[src/gomoku_pkg.sv]
// shared board, move and result types for the gomoku kill search, imported by every module
package gomoku_pkg;

    // board geometry
    localparam int BOARD_N = 15;
    localparam int CELLS   = BOARD_N * BOARD_N;

    // candidate buffer between scanner and kill node
    localparam int FIFO_DEPTH = 8;
    localparam int FIFO_AW    = $clog2(FIFO_DEPTH);

    // five in a row, so at most four more stones each way
    localparam int WIN_LEN = 5;
    localparam int RUN_MAX = WIN_LEN - 1;

    // row and column steps for horizontal, vertical, diagonal, anti-diagonal
    localparam int DIR_DR [4] = '{0, 1, 1, 1};
    localparam int DIR_DC [4] = '{1, 0, 1, -1};

    typedef enum logic [1:0] {
        CELL_EMPTY = 2'd0,
        CELL_BLACK = 2'd1,
        CELL_WHITE = 2'd2
    } cell_t;

    // cell at row r, column c lives at r * BOARD_N + c
    typedef cell_t [CELLS-1:0] board_t;

    // index carried next to row/col so nothing has to divide
    typedef struct packed {
        logic [7:0] idx;
        logic [3:0] row;
        logic [3:0] col;
    } move_t;

    typedef enum logic [1:0] {
        KILL_NONE   = 2'd0,
        KILL_WIN1   = 2'd1,
        KILL_DOUBLE = 2'd2
    } kill_kind_t;

    typedef struct packed {
        kill_kind_t kind;
        move_t      move;
    } kill_result_t;

    // step to the next cell in raster order, row wraps at the board edge
    function automatic move_t next_cell(move_t m);
        move_t n;
        n.idx = m.idx + 8'd1;
        if (m.col == 4'(BOARD_N - 1)) begin
            n.row = m.row + 4'd1;
            n.col = 4'd0;
        end else begin
            n.row = m.row;
            n.col = m.col + 4'd1;
        end
        return n;
    endfunction

endpackage
[src/kill_node.sv]
// kill search FSM that runs the root scan and the trial scans and forms the result
`timescale 1ns/1ps

module kill_node
    import gomoku_pkg::*;
(
    input  logic         i_clk,
    input  logic         i_rst_n,
    input  logic         i_start,
    input  board_t       i_board,
    input  cell_t        i_attacker,
    output logic         o_scan_start,
    output board_t       o_scan_board,
    output cell_t        o_scan_color,
    input  logic         i_scan_done,
    output logic         o_pop,
    input  move_t        i_pop_move,
    input  logic         i_empty,
    output logic         o_clear,
    output logic         o_done,
    output kill_result_t o_result
);

    typedef enum logic [2:0] {
        S_IDLE,
        S_ROOT,
        S_TSEL,
        S_TRIAL,
        S_FINISH
    } node_state_t;

    node_state_t  state_r;
    logic         scan_start_r;
    logic         done_r;
    logic         root_hit_r;
    logic [1:0]   hits_r;
    move_t        trial_r;
    kill_kind_t   found_kind_r;
    move_t        found_move_r;
    kill_result_t result_r;

    // search position, captured on start
    board_t       board_r;
    cell_t        attacker_r;

    logic         trial_last;
    logic [1:0]   hits_next;

    // drain the buffer every cycle a scan is running
    assign o_pop = !i_empty && (state_r == S_ROOT || state_r == S_TRIAL);
    // empty the buffer before each trial and after the last scan
    assign o_clear = (state_r == S_TSEL) || (state_r == S_FINISH);

    assign o_scan_start = scan_start_r;
    assign o_scan_color = attacker_r;
    assign o_done       = done_r;
    assign o_result     = result_r;

    assign trial_last = (trial_r.idx == 8'(CELLS - 1));
    // two wins are enough, so saturate there
    assign hits_next  = (hits_r == 2'd2) ? hits_r : hits_r + {1'b0, o_pop};

    // working copy with the trial stone placed
    always_comb begin
        o_scan_board = board_r;
        if (state_r == S_TRIAL) begin
            o_scan_board[trial_r.idx] = attacker_r;
        end
    end

    always_ff @(posedge i_clk) begin
        if (state_r == S_IDLE && i_start) begin
            board_r    <= i_board;
            attacker_r <= i_attacker;
        end
    end

    always_ff @(posedge i_clk or negedge i_rst_n) begin
        if (!i_rst_n) begin
            state_r      <= S_IDLE;
            scan_start_r <= 1'b0;
            done_r       <= 1'b0;
            root_hit_r   <= 1'b0;
            hits_r       <= 2'd0;
            trial_r      <= '0;
            found_kind_r <= KILL_NONE;
            found_move_r <= '0;
            result_r     <= '{kind: KILL_NONE, move: '0};
        end else begin
            scan_start_r <= 1'b0;
            done_r       <= 1'b0;
            case (state_r)
                S_IDLE: begin
                    if (i_start) begin
                        root_hit_r   <= 1'b0;
                        scan_start_r <= 1'b1;
                        state_r      <= S_ROOT;
                    end
                end
                S_ROOT: begin
                    // ascending scan order makes the first pop the lowest win
                    if (o_pop && !root_hit_r) begin
                        root_hit_r   <= 1'b1;
                        found_move_r <= i_pop_move;
                    end
                    if (i_scan_done) begin
                        if (root_hit_r || o_pop) begin
                            found_kind_r <= KILL_WIN1;
                            state_r      <= S_FINISH;
                        end else begin
                            trial_r <= '0;
                            state_r <= S_TSEL;
                        end
                    end
                end
                S_TSEL: begin
                    if (board_r[trial_r.idx] == CELL_EMPTY) begin
                        hits_r       <= 2'd0;
                        scan_start_r <= 1'b1;
                        state_r      <= S_TRIAL;
                    end else if (trial_last) begin
                        found_kind_r <= KILL_NONE;
                        found_move_r <= '0;
                        state_r      <= S_FINISH;
                    end else begin
                        trial_r <= next_cell(trial_r);
                    end
                end
                S_TRIAL: begin
                    hits_r <= hits_next;
                    if (i_scan_done) begin
                        if (hits_next == 2'd2) begin
                            found_kind_r <= KILL_DOUBLE;
                            found_move_r <= trial_r;
                            state_r      <= S_FINISH;
                        end else if (trial_last) begin
                            found_kind_r <= KILL_NONE;
                            found_move_r <= '0;
                            state_r      <= S_FINISH;
                        end else begin
                            trial_r <= next_cell(trial_r);
                            state_r <= S_TSEL;
                        end
                    end
                end
                S_FINISH: begin
                    result_r <= '{kind: found_kind_r, move: found_move_r};
                    done_r   <= 1'b1;
                    state_r  <= S_IDLE;
                end
                default: begin
                    state_r <= S_IDLE;
                end
            endcase
        end
    end

    a_done_one_cycle: assert property (
        @(posedge i_clk) disable iff (!i_rst_n)
        o_done |=> !o_done
    );

    // the node keeps pace with the scanner and leaves no move behind
    a_drained_after_scan: assert property (
        @(posedge i_clk) disable iff (!i_rst_n)
        i_scan_done |=> i_empty
    );

endmodule

[config.mk]
export PLATFORM = sky130hd
export DESIGN_NAME = kill_node
export DESIGN_NICKNAME = d
export VERILOG_FILES = /design/src/gomoku_pkg.sv /design/src/kill_node.sv
export SDC_FILE = /design/constraint.sdc
export NUM_CORES = 1
export LEC_CHECK = 0
export BUFFER_PORTS_ARGS = -buffer_cell sky130_fd_sc_hd__buf_2
export CAP_MARGIN = 10
export CORE_AREA = 4 4 366 368
export CTS_CLUSTER_SIZE = 28
export DETAILED_ROUTE_END_ITERATION = 7
export DIE_AREA = 0 0 370 372
export PLACE_DENSITY = 0.44
export SLEW_MARGIN = 20
export SYNTH_ARGS = -nofsm -noshare
export SYNTH_HDL_FRONTEND = slang
export SYNTH_SLANG_ARGS = --single-unit
[constraint.sdc]
create_clock -name i_clk -period 35.7 [get_ports i_clk]
set_clock_uncertainty 0.15 [all_clocks]
set_input_delay 1.785 -clock i_clk [delete_from_list [all_inputs] [get_ports i_clk]]
set_output_delay 1.785 -clock i_clk [all_outputs]
set_load 0.01 [all_outputs]
==> results by group <==
Synth
  • Synthesized area per cell: 13.84 sq um
  • Yosys cell types: 65
  • Cell Area, Synth: 27070 sq um
  • Syn Inst Count: 1956
  • Post-synth EDFFs: 452
  • Ys async rst share: 0.1172
  • Top_reg_cell synth: edfxtp_1
  • Mapped Nets: 2437
  • Yosys warns: 0
  • Seq cells post-synth: 512
  • Seq/Total Area, Yosys: 0.5569

Worst hold path
  • Hold_sp: trial_r[7]
  • Hold Path Depth: 1
  • Worst Hold Class: flop to flop
  • End of the worst hold path: trial_r[7]

Global route
  • Initial antenna violation count: 48
  • Global-route wire length before repair: approximately 200000 um
  • Vias in the first global route: 22300
  • GRT Total Usage: 0.2086
  • Largest net degree at the start of global routing: roughly 140
  • GRT overflow: 0

Layout
  • Fraction of layout cells with a size suffix above 1: 0.5684
  • NumNets Final: between 3000 and 4000
  • Leading cell type in the layout, fill and taps excluded: buf_2
  • Most frequent cells in the layout: 946 x buf_2, 479 x mux2_2, 452 x edfxtp_1, 257 x nor2_1, 99 x nand2_1
  • Filler Cell Count: 13830
  • Area Overhead vs Synth: 32.38%

Detailed routing
  • Remaining antenna violation count: 0
  • First-pass iteration count of the detailed router: 6
  • 1st-iter DRT viols: 1512
  • Final wirelength: 149500 um
  • DR top layer: met5
  • DR WL met2: 72470 um
  • Drt drc: 0
  • Vias/cell: 4.532
  • Met1 wire length: 62240 um
  • DR vias: 21260
  • WL/cell: 31.87 um
  • Met3 wire length: 10680 um

Timing
  • Setup TNS: 0 ns
  • Slew Limit Fails: 0
  • Tmin final: 7.245 ns
  • Final period util: 0.2029
  • Max frequency: ~0.14 GHz
  • Worst Tran Pin Value: 1.132 ns
  • Endpoints failing hold: 0
  • RSZ-0062 raised after global routing: false
  • # setup viols final: 0
  • Slew Limit Headroom: 0.2445

Setup path
  • WP data arrival: 5.31 ns
  • Reg2Reg Depth: 9
  • Critical Path Start: state_r[1]
  • Crit. End Element: primary output
  • RR Startpoint: trial_r[9]
  • Slowest stage delay, CP: between 1 and 1.5 ns
  • Crit-path cells: nor2b_4, and2_1, nand3_2, nor2_1, mux2_2, buf_2
  • Flop-to-flop setup slack: 29.62 ns
  • R2R Path End: found_move_r[2]
  • CP Class: flop to primary output
  • WP data required: 33.76 ns
  • CP max FO: a little over 40
  • Slowest CP cell: nand3_2
  • Worst setup SP type: flop

Outcome
  • Outcome: finished, final reports clean

Clock network
  • Setup bufs post-CTS: 0
  • Hold buffer count at CTS: 0
  • TritonCTS Sinks: 512
  • Clock H-tree levels: 3
  • Number of buffers created by CTS: 69
  • Clock-pin slew of the registers on the worst-case setup and hold paths: around 0.06 ns
  • CTS root buf: clkbuf_16
  • Clock buffer depth: 3
  • Clock latency on the worst-skew pair: between 0.6 and 0.7 ns
  • CTS resizes: 0
  • CTS tree: yes

Placement
  • PortBufs: 946
  • DP Wirelength: 113800 um
  • Gpl congestion: around 0.85

Die
  • Std cell rows: about 130
  • I/O Pins: 947
  • DIE WIDTH: between 300 and 400 um
  • Die Y: about 370 um
  • Core ar.: approximately 130000 sq um
  • Die Area: 137600 sq um
  • Initial Util: 0.2069

Power
  • PnR Total Power: 2.397 mW
  • Max rail drop VDD: ~0.038 mV
  • Pwr dens: approximately 67 nW/um^2
  • Leakage: 13.26 nW

Run
  • Max cap viols: 0
## cell families (layout without fill, tap and decap cells)
kind of cell | Yosys count | count (layout) | synth area share
other | 0 | 20 | 0
muxes | 629 | 629 | 0.2916
and+or+nand+nor | 501 | 501 | 0.07960
AOI/OAI and AO/OA | 147 | 147 | 0.03633
buffers and inverters | 158 | 1117 | 0.03152
adders and majority gates | 8 | 8 | 0.003698
xor gates and xnor gates | 1 | 1 | 0.0003236
DFF | 512 | 512 | 0.5569
## per-stage QoR
step	setup WS (ns)	utilization	cell area (sq um)	cells	hold slack [ns]
3_3_place_gp	29.17	0.2566	33570	4544	0.3207
2_1_floorplan	13.62	-	27070	1956	0.2952
5_1_grt	28.01	0.2737	35800	4677	0.3757
6_report	28.46	0.2739	35830	4690	0.3234
4_1_cts	28.28	0.2735	35780	4670	0.3281
3_5_place_dp	29.04	0.2567	33570	4544	0.3216
## power breakdown
group	internal (mW)	switching (mW)	leakage [nW]	total [mW]
combinational	0.304	0.476	7.30	0.780
sequential	0.817	0.101	4.91	0.918
clock	0.406	0.292	1.06	0.699
total	1.53	0.870	13.3	2.40
## registers in the layout, summed over array words and instances (netlist names), 2 cells and up
name / count
board_r: 450
found_kind_r: 2
found_move_r: 16
hits_r: 2
o_result: 18
o_scan_color: 2
state_r: 3
trial_r: 16
## routing by layer
| layer | track usage | up-vias |
|---|---|---|
| li1 | - | 9295 |
| met1 | 0.2642 | 10880 |
| met2 | 0.3511 | 864 |
| met3 | 0.05608 | 201 |
| met4 | 0.05572 | 14 |
| met5 | 0 | - |
## worst max-delay path by stage
stage	to	slack [ns]
after floorplan	board_r[0]	13.62
after CTS	o_scan_board[237]	28.28
final	o_scan_board[234]	28.46
after global placement	o_scan_board[237]	29.17
after detailed placement	o_scan_board[237]	29.04
after global routing	o_scan_board[237]	28.01
## worst max-delay path, delay by kind of cell, from the launching register on
| kind | cells | cell delay [ns] |
|---|---|---|
| AND/OR/NAND/NOR | 4 | 3.49 |
| flip-flops | 1 | 0.59 |
| multiplexers | 1 | 0.39 |
| buffers and inverters | 1 | 0.14 |
## cell type report
type,instances,area [sq um],area share
Multi-Input combinational cell,1286,11230,0.3134
Antenna cell,20,50.05,0.001397
Inverter,7,28.78,0.0008031
Clock inverter,31,285.3,0.007961
Timing Repair Buffer,984,5032,0.1404
Tap cell,1755,2196,0.06128
Sequential cell,512,15090,0.4211
Clock buffer,95,1919,0.05357
## Yosys cell counts, types with 4 or more instances
cell      number  area share
nor2_1       259       0.036
nand2_1       99       0.014
mux4_2        55       0.046
nand4_1        7      0.0016
clkbuf_1     103       0.014
dfrtp_1       60       0.055
a31oi_1       23      0.0053
nor2b_1        8      0.0018
buf_2         10      0.0018
mux4_1        16       0.016
o31ai_1        9      0.0025
buf_4         12      0.0033
buf_12         7      0.0052
nand2b_1      15      0.0035
inv_1          5     0.00069
and3_1         8      0.0018
and2_1         6      0.0014
a21oi_1       32      0.0059
nor3_1        29      0.0054
ha_1           8      0.0037
nand3_1       52      0.0096
edfxtp_1     452        0.50
a22oi_1       24      0.0067
a211oi_1       4      0.0011
mux2_4        10      0.0055
o21ai_0       24      0.0044
buf_6         10      0.0042
mux2_2       479        0.20
buf_1          8      0.0011
mux2i_1       69       0.026
Power figures use the tool's default switching activity.
