File: config.mk
export PLATFORM = sky130hd
export DESIGN_NAME = move_fifo
export DESIGN_NICKNAME = d
export VERILOG_FILES = /design/src/gomoku_pkg.sv /design/src/move_fifo.sv
export SDC_FILE = /design/constraint.sdc
export NUM_CORES = 1
export LEC_CHECK = 0
export BUFFER_PORTS_ARGS = -buffer_cell sky130_fd_sc_hd__clkbuf_2
export CAP_MARGIN = 20
export CORE_ASPECT_RATIO = 1.2
export CORE_MARGIN = 8
export CORE_UTILIZATION = 40
export CTS_BUF_LIST = sky130_fd_sc_hd__clkbuf_2
export DETAILED_ROUTE_END_ITERATION = 7
export PLACE_DENSITY_LB_ADDON = 0.12
export SYNTH_ARGS = -nofsm -noshare
export SYNTH_HDL_FRONTEND = slang
export SYNTH_SLANG_ARGS = --single-unit
File: constraint.sdc
create_clock -name i_clk -period 3.5 [get_ports i_clk]
set_input_delay 0.35 -clock i_clk [delete_from_list [all_inputs] [get_ports i_clk]]
set_output_delay 0.35 -clock i_clk [all_outputs]
set_load 0.1 [all_outputs]
File: src/gomoku_pkg.sv
// shared board, move and result types for the gomoku kill search, imported by every module
package gomoku_pkg;

    // board geometry
    localparam int BOARD_N = 15;
    localparam int CELLS   = BOARD_N * BOARD_N;

    // candidate buffer between scanner and kill node
    localparam int FIFO_DEPTH = 8;
    localparam int FIFO_AW    = $clog2(FIFO_DEPTH);

    // five in a row, so at most four more stones each way
    localparam int WIN_LEN = 5;
    localparam int RUN_MAX = WIN_LEN - 1;

    // row and column steps for horizontal, vertical, diagonal, anti-diagonal
    localparam int DIR_DR [4] = '{0, 1, 1, 1};
    localparam int DIR_DC [4] = '{1, 0, 1, -1};

    typedef enum logic [1:0] {
        CELL_EMPTY = 2'd0,
        CELL_BLACK = 2'd1,
        CELL_WHITE = 2'd2
    } cell_t;

    // cell at row r, column c lives at r * BOARD_N + c
    typedef cell_t [CELLS-1:0] board_t;

    // index carried next to row/col so nothing has to divide
    typedef struct packed {
        logic [7:0] idx;
        logic [3:0] row;
        logic [3:0] col;
    } move_t;

    typedef enum logic [1:0] {
        KILL_NONE   = 2'd0,
        KILL_WIN1   = 2'd1,
        KILL_DOUBLE = 2'd2
    } kill_kind_t;

    typedef struct packed {
        kill_kind_t kind;
        move_t      move;
    } kill_result_t;

    // step to the next cell in raster order, row wraps at the board edge
    function automatic move_t next_cell(move_t m);
        move_t n;
        n.idx = m.idx + 8'd1;
        if (m.col == 4'(BOARD_N - 1)) begin
            n.row = m.row + 4'd1;
            n.col = 4'd0;
        end else begin
            n.row = m.row;
            n.col = m.col + 4'd1;
        end
        return n;
    endfunction

endpackage
File: src/move_fifo.sv
// first-word-fall-through buffer of candidate moves between the scanner and the kill node
`timescale 1ns/1ps

module move_fifo
    import gomoku_pkg::*;
(
    input  logic  i_clk,
    input  logic  i_rst_n,
    input  logic  i_clear,
    input  logic  i_push,
    input  move_t i_move,
    input  logic  i_pop,
    output move_t o_move,
    output logic  o_full,
    output logic  o_empty
);

    move_t              mem [FIFO_DEPTH];
    logic [FIFO_AW-1:0] wr_ptr_r;
    logic [FIFO_AW-1:0] rd_ptr_r;
    logic [FIFO_AW:0]   count_r;

    logic do_push;
    logic do_pop;

    assign o_full  = (count_r == (FIFO_AW + 1)'(FIFO_DEPTH));
    assign o_empty = (count_r == '0);
    assign do_push = i_push && !o_full;
    assign do_pop  = i_pop && !o_empty;

    // head of queue is always on the output
    assign o_move = mem[rd_ptr_r];

    always_ff @(posedge i_clk) begin
        if (do_push) begin
            mem[wr_ptr_r] <= i_move;
        end
    end

    always_ff @(posedge i_clk or negedge i_rst_n) begin
        if (!i_rst_n) begin
            wr_ptr_r <= '0;
            rd_ptr_r <= '0;
            count_r  <= '0;
        end else if (i_clear) begin
            // drop anything left from the previous scan
            wr_ptr_r <= '0;
            rd_ptr_r <= '0;
            count_r  <= '0;
        end else begin
            if (do_push) begin
                wr_ptr_r <= wr_ptr_r + 1'b1;
            end
            if (do_pop) begin
                rd_ptr_r <= rd_ptr_r + 1'b1;
            end
            case ({do_push, do_pop})
                2'b10:   count_r <= count_r + 1'b1;
                2'b01:   count_r <= count_r - 1'b1;
                default: count_r <= count_r;
            endcase
        end
    end

    a_count_bound: assert property (
        @(posedge i_clk) disable iff (!i_rst_n)
        count_r <= (FIFO_AW + 1)'(FIFO_DEPTH)
    );

endmodule

==> run_results.csv, run 1 <==
group,metric,value,unit
run_status,status,"finished clean",
floorplan,boundaryPins,39,
critical_path,worstSetupEndpoint,"o_move[10]",
logic_synthesis,synth_xor_area_share,0.792,%
logic_synthesis,synth_top_family_by_area,"multiplexers",
route,drt-met1-wl,4880,um
critical_path,r2r_end,"mem[6][5]",
worst_hold_path,min_path_type,"input pin to register",
timing,max_slew_margin,39.4,%
placement,place_congestion,0.764,
logic_synthesis,ys_types,36,
final_layout,final_layout_size_suffix_gt1_share,39.8,%
logic_synthesis,synth_top_cell_by_area,"edfxtp_1",
timing,worst_hold_slack,99.6,ps
logic_synthesis,synth_fa_ha_area_share,0.905,%
timing,tightest_slew,905,ps
logic_synthesis,ys_seq_area_share,74.0,%
timing,setup_viol,0,
route,drc_errors,0,
critical_path,r2r-start,"count_r[1]",
clock_network,cts_tree,"done",
timing,max_freq,0.324,GHz
logic_synthesis,synth_area,5530,um^2
pwr,total_leakage_power,0.00216,uW
critical_path,worst-setup-path-type,"register to output pin",
pwr,combPwrFrac,34.5,%
placement,placed_area,6000,um^2
clock_network,path_clk_slew,190,ps
placement,place.detailed.hpwl,6600,um
final_layout,seqCellArea,4100,um^2
logic_synthesis,async_reset_ff_share,7.25,%
logic_synthesis,synthMuxAreaShare,16.7,%
final_layout,design_area,6440,um^2
clock_network,cts_resized,0,
logic_synthesis,synth_ff_type,"edfxtp_1",
floorplan,coreArea,13600,um^2
clock_network,clockRootBuffer,"clkbuf_2",
final_layout,multi_input_area,1370,um^2
route,wirelength,10700,um
logic_synthesis,syn_avg_cell_area,20.9,um^2
route,num_vias,2705,
clock_network,numCtsBuffers,17,
logic_synthesis,syn_nets,290,
final_layout,finalCoreUtilization,47.2,%
route,wl_met3,349,um
timing,rsz0062_at_grt,"no",
clock_network,clock_latency,650,ps
clock_network,cts_max_level,4,
timing,finalCriticalPeriod,3090,ps
pwr,powerDensity,697,nW/um^2
floorplan,die_area,17900,um^2
floorplan,die_w,123,um
placement,place_inst,472,
clock_network,postCtsHoldBufs,18,
floorplan,initial_core_util,40.5,%
critical_path,arrival,2740,ps
global_routing,antenna_found_initial,0,
placement,io_buffers,38,
critical_path,rr_worst_depth,5,
route,dr_wl_met2,5380,um
flow_run,cap_violations,0,
global_routing,grt_pass1_wl,16700,um
route,drt_iter0_markers,121,
critical_path,worstPathRequired,3150,ps
route,routed.top_layer,"met4",
final_layout,fillers,1190,
pwr,p_sw_share,37.9,%
critical_path,slowest_delay,560,ps
pwr,p_sw,1700,uW
clock_network,cts_sinks,138,
final_layout,num_antenna_cells,0,
route,antenna_left,0,
timing,setup_tns,0,ps
route,wl_per_cell,20.5,um
logic_synthesis,yosysWarnings,0,
logic_synthesis,synth_cells,265,
route,via_per_inst,5.17,
critical_path,crit_path_start,"rd_ptr_r[0]",
final_layout,stdcell_count,523,
timing,fin_skew,22.3,ps
critical_path,critPathCaptureType,"output pin",
timing,finalCritPeriodShare,88.2,%
critical_path,critical_path.slowest_cell,"dfrtp_2",
logic_synthesis,synth-compound-area-share,3.05,%
logic_synthesis,synth_common_cells,"edfxtp_1, mux4_2, mux2_2, nor2_1, dfrtp_1",
pwr,peakVddDrop,0.000479,V
global_routing,grt_pass1_vias,2870,
final_layout,areaGrowthSynthToFinish,16.4,%
pwr,p_int,2790,uW
clock_network,postCtsSetupBuffers,0,
global_routing,track_usage,12.9,%
pwr,seq_power_share,44.4,%
logic_synthesis,yosysMostFrequentCell,"edfxtp_1",
logic_synthesis,synth_simple_gate_area_share,3.08,%
timing,slew_violations,0,
logic_synthesis,synth-seq-cells,138,
pwr,clkPwrFrac,21.1,%
critical_path,path_max_fanout,28,
floorplan,fp.dieH,145,um
critical_path,regToRegSetupSlack,880,ps
floorplan,rows,47,
global_routing,grt_max_degree,29,
logic_synthesis,synth_edf_count,128,
clock_network,cts_buffer_depth,2,
final_layout,fin_nets,364,
timing,hold_viol,0,
route,first_pass_iters,4,
logic_synthesis,synth_top_area_share,69.5,%
logic_synthesis,ys_top_cells_by_area,"edfxtp_1, mux4_2, dfrtp_1, mux2_2, ha_1",
critical_path,startpoint_type,"register",
global_routing,grt-ovfl-total,0,
critical_path,crit_chain,"buf_12 > mux4_2 > mux2_2 > clkbuf_2",
==> critical path: cells and delay by family (launching register included) <==
family                 cells  cell delay, ps
muxes                      2             850
buffers and inverters      2             680
DFF                        1             560
==> logic make-up after synthesis <==
kind of cell | after synthesis
flops | 138
simple gates | 34
xor+xnor | 5
buf+inv | 16
compound gates | 18
fa+ha+maj | 4
mux | 50
==> cell usage in the layout (no fill, tap or decap), types with 3 or more instances in the layout <==
| cell type | Yosys | routed |
|---|---|---|
| a21oi_1 | 7 | 7 |
| buf_12 | 0 | 3 |
| buf_4 | 1 | 9 |
| bufinv_16 | 0 | 3 |
| clkbuf_2 | 0 | 56 |
| clkinv_1 | 0 | 3 |
| clkinv_2 | 0 | 4 |
| clkinv_4 | 0 | 3 |
| dfrtp_1 | 10 | 9 |
| dlygate4sd3_1 | 0 | 19 |
| edfxtp_1 | 128 | 128 |
| ha_1 | 4 | 4 |
| mux2_2 | 16 | 16 |
| mux4_2 | 32 | 32 |
| nand2_1 | 8 | 8 |
| nand3_1 | 3 | 3 |
| nor2_1 | 12 | 12 |
| xor2_1 | 3 | 3 |
==> how the worst min path moves through the flow <==
stage,start,end,slack (ps),depth (start not counted)
3_3_place_gp,i_rst_n,count_r[0],250,1
5_1_grt,i_push,wr_ptr_r[1],50,3
4_1_cts,i_rst_n,count_r[1],9,2
6_report,i_push,wr_ptr_r[1],100,3
2_1_floorplan,i_rst_n,count_r[0],50,0
3_5_place_dp,i_rst_n,count_r[1],250,1
==> cell type report <==
class / instances / share of cell area (%)
inverter: 2 / 0.117
multi-input combinational: 111 / 21.3
timing repair buffer: 69 / 7.89
sequential: 138 / 63.6
clock buffer: 18 / 1.40
clock inverter: 14 / 2.41
tap: 171 / 3.32
==> metal layers <==
layer,track usage [%],up-vias
met5,0,-
met4,4.57,0
met3,3.73,8
met2,20.4,45
met1,16.7,1408
li1,-,1244
==> through the flow <==
stage / total power, uW / worst slack, ps
after global routing: 4700 / 233
after floorplan: 3300 / 838
after global placement: 3580 / 969
final: 4490 / 413
after CTS: 4560 / 286
after detailed placement: 3590 / 884
==> flip-flops by register name (all words and copies together), names as in the netlist <==
register	count
wr_ptr_r	3
mem	128
count_r	4
rd_ptr_r	3
==> power by group through the flow <==
stage / clock (uW) / combinational, uW / sequential (uW)
global route: 1040 / 1640 / 2010
detailed placement: 0 / 1560 / 2030
floorplan: 0 / 1320 / 1980
finish: 946 / 1550 / 1990
CTS: 984 / 1580 / 2000
global placement: 0 / 1550 / 2030
Note: power is estimated with default switching activity, not from simulation.
==> run 2, diff against run 1 <==
- CORE_MARGIN: 8 -> 3
- GPL_TIMING_DRIVEN: unset -> 0
==> run_results.csv, run 2 (synthesis results as in run 1) <==
group,metric,value,unit
run_status,status,"finished clean",
timing,tightest_slew,643,ps
timing,max_slew_margin,57.1,%
placement,place.detailed.hpwl,7060,um
global_routing,antenna_found_initial,0,
timing,setup_tns,0,ps
global_routing,grt_max_degree,17,
clock_network,cts_sinks,138,
global_routing,grt-ovfl-total,0,
critical_path,worstSetupEndpoint,"o_move[12]",
route,first_pass_iters,4,
critical_path,startpoint_type,"register",
floorplan,die_w,113,um
route,drc_errors,0,
pwr,peakVddDrop,0.000352,V
floorplan,initial_core_util,41.4,%
timing,slew_violations,0,
placement,place_inst,480,
placement,io_buffers,37,
timing,finalCritPeriodShare,92.9,%
critical_path,path_max_fanout,10,
timing,finalCriticalPeriod,3250,ps
flow_run,cap_violations,0,
critical_path,worst-setup-path-type,"register to output pin",
critical_path,arrival,2900,ps
floorplan,rows,46,
clock_network,path_clk_slew,200,ps
global_routing,grt_pass1_vias,2977,
floorplan,fp.dieH,135,um
route,wl_per_cell,20.2,um
critical_path,rr_worst_depth,8,
final_layout,areaGrowthSynthToFinish,18.6,%
placement,place_congestion,0.719,
critical_path,crit_path_start,"rd_ptr_r[0]",
route,wirelength,10700,um
pwr,total_leakage_power,0.00221,uW
worst_hold_path,min_path_type,"input pin to register",
final_layout,num_antenna_cells,0,
final_layout,largest_register_ffs,128,
critical_path,worstPathRequired,3150,ps
final_layout,seqCellArea,4090,um^2
clock_network,postCtsSetupBuffers,0,
final_layout,layout_common_cells,"edfxtp_1, clkbuf_2, mux4_2",
critical_path,critPathCaptureType,"output pin",
pwr,powerDensity,689,nW/um^2
final_layout,fillers,1153,
final_layout,final_common_cell,"edfxtp_1",
critical_path,regToRegSetupSlack,1000,ps
floorplan,boundaryPins,39,
critical_path,r2r-start,"count_r[0]",
floorplan,coreArea,13400,um^2
clock_network,clock_latency,660,ps
route,antenna_left,0,
timing,hold_viol,0,
final_layout,multi_input_area,1380,um^2
route,drt_iter0_markers,139,
clock_network,numCtsBuffers,17,
final_layout,final_layout_size_suffix_gt1_share,41.9,%
timing,rsz0062_at_grt,"yes",
timing,fin_skew,24.0,ps
global_routing,track_usage,15.4,%
clock_network,cts_max_level,4,
final_layout,stdcell_count,531,
route,num_vias,2798,
timing,setup_viol,0,
route,via_per_inst,5.27,
clock_network,clockRootBuffer,"clkbuf_2",
critical_path,r2r_end,"count_r[3]",
global_routing,grt_pass1_wl,17100,um
timing,max_freq,0.308,GHz
clock_network,cts_tree,"done",
final_layout,top_register,"mem",
final_layout,top_regs,"mem: 128 flops, count_r: 4 flops",
floorplan,die_area,15300,um^2
final_layout,fin_nets,376,
clock_network,cts_buffer_depth,2,
-- run 2: cell type report --
| cell class | instances | share of cell area [%] |
|---|---|---|
| buffer | 14 | 1.14 |
| clock buffer | 17 | 1.30 |
| clock inverter | 14 | 2.39 |
| inverter | 2 | 0.114 |
| multi-input combinational | 111 | 21.1 |
| sequential | 138 | 62.4 |
| tap | 168 | 3.21 |
| timing repair buffer | 67 | 8.32 |
-- run 2: worst min-delay path by stage --
stage                        from  slack (ps)    endpoint  depth (start not counted)
final                      i_push         140  count_r[2]                          5
after CTS                  i_push          40  count_r[2]                          5
after global routing       i_push          80  count_r[2]                          5
after detailed placement  i_rst_n         240  count_r[0]                          1
after floorplan           i_rst_n          50  count_r[0]                          0
after global placement    i_rst_n         240  count_r[0]                          1
-- run 2: critical path, stage by stage, from the launching register on --
cell and delay [ps]:
dfrtp_1 390, buf_2 230, buf_2 410, mux4_2 560
mux2_2 290, clkbuf_2 370
-- run 2: stage by stage --
stage	setup WS, ps	util (%)	area [um^2]	total power (uW)	hold WS (ps)
finish	249	49.1	6560	4520	136
global route	-4.20	49.1	6560	4740	82.5
CTS	51.9	49.1	6560	4580	40.0
detailed placement	745	45.8	6110	3620	243
global placement	-536	44.4	5930	3560	244
floorplan	838	-	5530	3300	54.4
-- run 2: timing repair --
item	in CTS	in global routing
cloned	0	0
endpoints found under the hold margin	139	0
hold buffers	20	0
setup endpoints to repair	16	7
gates resized for setup	3	2
-- run 2: routing by layer --
metal,GRT usage [%],share of wire [%],routed length [um],up-vias
li1,-,-,-,1270
met2,24.5,50,5370,62
met1,20.3,45,4830,1453
met3,4.39,3.6,386,13
met5,0,0,0,-
met4,5.74,1.5,159,0
-- run 2: report_power, final --
group | internal (uW) | switching [uW]
clock | 384 | 563
combinational | 509 | 1110
sequential | 1900 | 47.9
==> run 3, diff against run 2 <==
- ABC_AREA: unset -> 1
==> run_results.csv, run 3 <==
group,metric,value,unit
logic_synthesis,ys_top_cells_by_area,"edfxtp_1, nor2_1, o21ai_0, dfrtp_1, a31oi_1",
global_routing,grt_pass1_wl,21100,um
timing,finalCriticalPeriod,3230,ps
critical_path,critical_path.slowest_cell,"buf_2",
worst_hold_path,min_to,"mem[2][9]",
timing,setup_tns,0,ps
timing,max_freq,0.310,GHz
placement,place_congestion,0.774,
route,wirelength,13800,um
timing,hold_viol,0,
critical_path,crit_family,"buffers and inverters",
global_routing,track_usage,18.9,%
worst_hold_path,min_path_type,"input pin to register",
floorplan,coreArea,13400,um^2
placement,io_buffers,38,
worst_hold_path,hp-start,"i_move[9]",
pwr,powerDensity,775,nW/um^2
logic_synthesis,async_reset_ff_share,7.25,%
timing,tightest_slew,986,ps
clock_network,cts_tree,"done",
route,via_per_inst,5.16,
flow_run,cap_violations,0,
global_routing,grt_pass1_vias,3736,
pwr,total_leakage_power,0.00241,uW
logic_synthesis,syn_nets,483,
final_layout,final_layout_size_suffix_gt1_share,19.2,%
logic_synthesis,synth_top_cell_by_area,"edfxtp_1",
logic_synthesis,synth_edf_count,128,
critical_path,worstPathRequired,3150,ps
floorplan,die_w,114,um
route,antenna_left,0,
final_layout,top_register,"mem",
clock_network,postCtsSetupBuffers,0,
logic_synthesis,synth_top_area_share,68.9,%
critical_path,path_max_fanout,10,
critical_path,regToRegSetupSlack,1350,ps
timing,slew_violations,0,
route,first_pass_iters,4,
clock_network,cts_max_level,4,
floorplan,initial_core_util,41.6,%
timing,finalCritPeriodShare,92.2,%
final_layout,largest_register_ffs,128,
logic_synthesis,yosysMostFrequentCell,"nor2_1",
worst_hold_path,min_path_cells,2,
timing,fin_skew,27.4,ps
floorplan,boundaryPins,39,
logic_synthesis,synth_ff_type,"edfxtp_1",
logic_synthesis,yosysWarnings,0,
critical_path,arrival,2880,ps
critical_path,critPathCaptureType,"output pin",
clock_network,cts_sinks,138,
global_routing,grt_max_degree,17,
route,drt_iter0_markers,250,
logic_synthesis,synth_cells,458,
critical_path,slowest_delay,480,ps
clock_network,clock_latency,690,ps
clock_network,path_clk_slew,220,ps
clock_network,numCtsBuffers,17,
logic_synthesis,synth_area,5580,um^2
floorplan,die_area,15400,um^2
final_layout,num_antenna_cells,0,
final_layout,top_regs,"mem: 128 flops, count_r: 4 flops",
clock_network,clockRootBuffer,"clkbuf_2",
final_layout,final_common_cell,"edfxtp_1",
route,wl_per_cell,19.0,um
critical_path,cp_common_cell,"buf_2",
final_layout,stdcell_count,725,
logic_synthesis,ys_types,26,
critical_path,worst-setup-path-type,"register to output pin",
global_routing,grt-ovfl-total,0,
logic_synthesis,syn_avg_cell_area,12.2,um^2
route,num_vias,3743,
logic_synthesis,synth_common_cells,"nor2_1, edfxtp_1, o21ai_0, nand2_1, inv_1",
floorplan,fp.dieH,135,um
pwr,peakVddDrop,0.000409,V
timing,rsz0062_at_grt,"no",
clock_network,cts_buffer_depth,2,
placement,place_inst,671,
placement,place.detailed.hpwl,8690,um
final_layout,areaGrowthSynthToFinish,18.6,%
critical_path,r2r-start,"count_r[3]",
timing,max_slew_margin,34.2,%
run_status,status,"finished clean",
critical_path,rr_worst_depth,7,
logic_synthesis,synth-seq-cells,138,
final_layout,layout_common_cells,"edfxtp_1, nor2_1, o21ai_0",
global_routing,antenna_found_initial,0,
critical_path,crit_chain,"buf_2 > inv_2 > buf_4 > buf_2 > nor2_1 > o22ai_1 > nor2_1 > a31oi_1 > buf_2",
route,drc_errors,0,
final_layout,fin_nets,569,
critical_path,r2r_end,"mem[5][14]",
logic_synthesis,ys_seq_area_share,73.4,%
critical_path,path_buf_inv,5,
critical_path,startpoint_type,"register",
floorplan,rows,46,
timing,setup_viol,0,
==> run 3: cell types whose count changed in the layout (fill, tap and decap cells not counted), sizes merged, moves of 3 or more <==
cell	previous run	this run
nor2	12	131
o21ai	2	69
mux4	32	0
inv	2	26
nand2	8	26
mux2	17	0
a31oi	0	16
o22ai	0	16
clkbuf	58	66
a21oi	7	4
clkinv	8	5
==> run 3: cell families after synthesis <==
logic type,after synthesis,synth area share (%)
DFF,138,73.4
AOI/OAI and AO/OA,107,10.5
xor gates and xnor gates,1,0.157
buffers and inverters,44,3.28
adders and majority gates,4,0.898
and+or+nand+nor,164,11.8
==> run 3: how the worst max path moves through the flow <==
| stage | cells after the start | endpoint | start |
|---|---|---|---|
| after detailed placement | 7 | o_move[12] | rd_ptr_r[1] |
| final | 9 | o_move[12] | rd_ptr_r[0] |
| after global routing | 9 | o_move[10] | rd_ptr_r[0] |
| after CTS | 7 | o_move[12] | rd_ptr_r[0] |
| after global placement | 7 | mem[1][4] | count_r[3] |
| after floorplan | 8 | o_move[10] | rd_ptr_r[0] |
==> run 3: where the power goes <==
group          internal, uW  leakage (uW)  switching [uW]
sequential             1910       0.00129            55.5
clock                   341      0.000142             622
combinational           457      0.000973            1730
total                  2710       0.00241            2410
==> run 3: layout make-up <==
class                           instances  area (um^2)
Buffer                                 23          109
Clock buffer                           17         85.1
Clock inverter                         15          164
Fill cell                            1235         6800
Inverter                               21         78.8
Multi-Input combinational cell        276         1320
Sequential cell                       138         4090
Tap cell                              168          210
Timing Repair Buffer                   67          553
==> run 3: worst register-to-register path: stages, from the launching register on <==
cell and delay, ps:
dfrtp_1 450, inv_1 80, nor2_1 50, nand2_2 90, nand2_4 90, nor2_1 140
inv_1 130, nor2_2 770
==> run 3: stage by stage <==
step	power, uW	area, um^2	util, %	hold slack, ps	setup slack, ps
2_1_floorplan	3660	5580	-	54.4	485
3_3_place_gp	4130	5980	44.6	231	689
3_5_place_dp	4190	6140	45.8	232	820
4_1_cts	5170	6610	49.3	380	41.0
5_1_grt	5380	6610	49.3	380	22.8
6_report	5120	6610	49.3	454	272
==> run 3: timing repair <==
action                                 CTS  global route
endpoints found under the hold margin  143             0
setup endpoints to repair                1             7
resized for setup                        1             8
hold buffers                            22             0
==> run 3: metal layers <==
layer  track usage, %  routed length, um
met3             5.23                796
met2             31.5               6840
met1             23.3               5790
met5                0                  0
met4             7.59                356
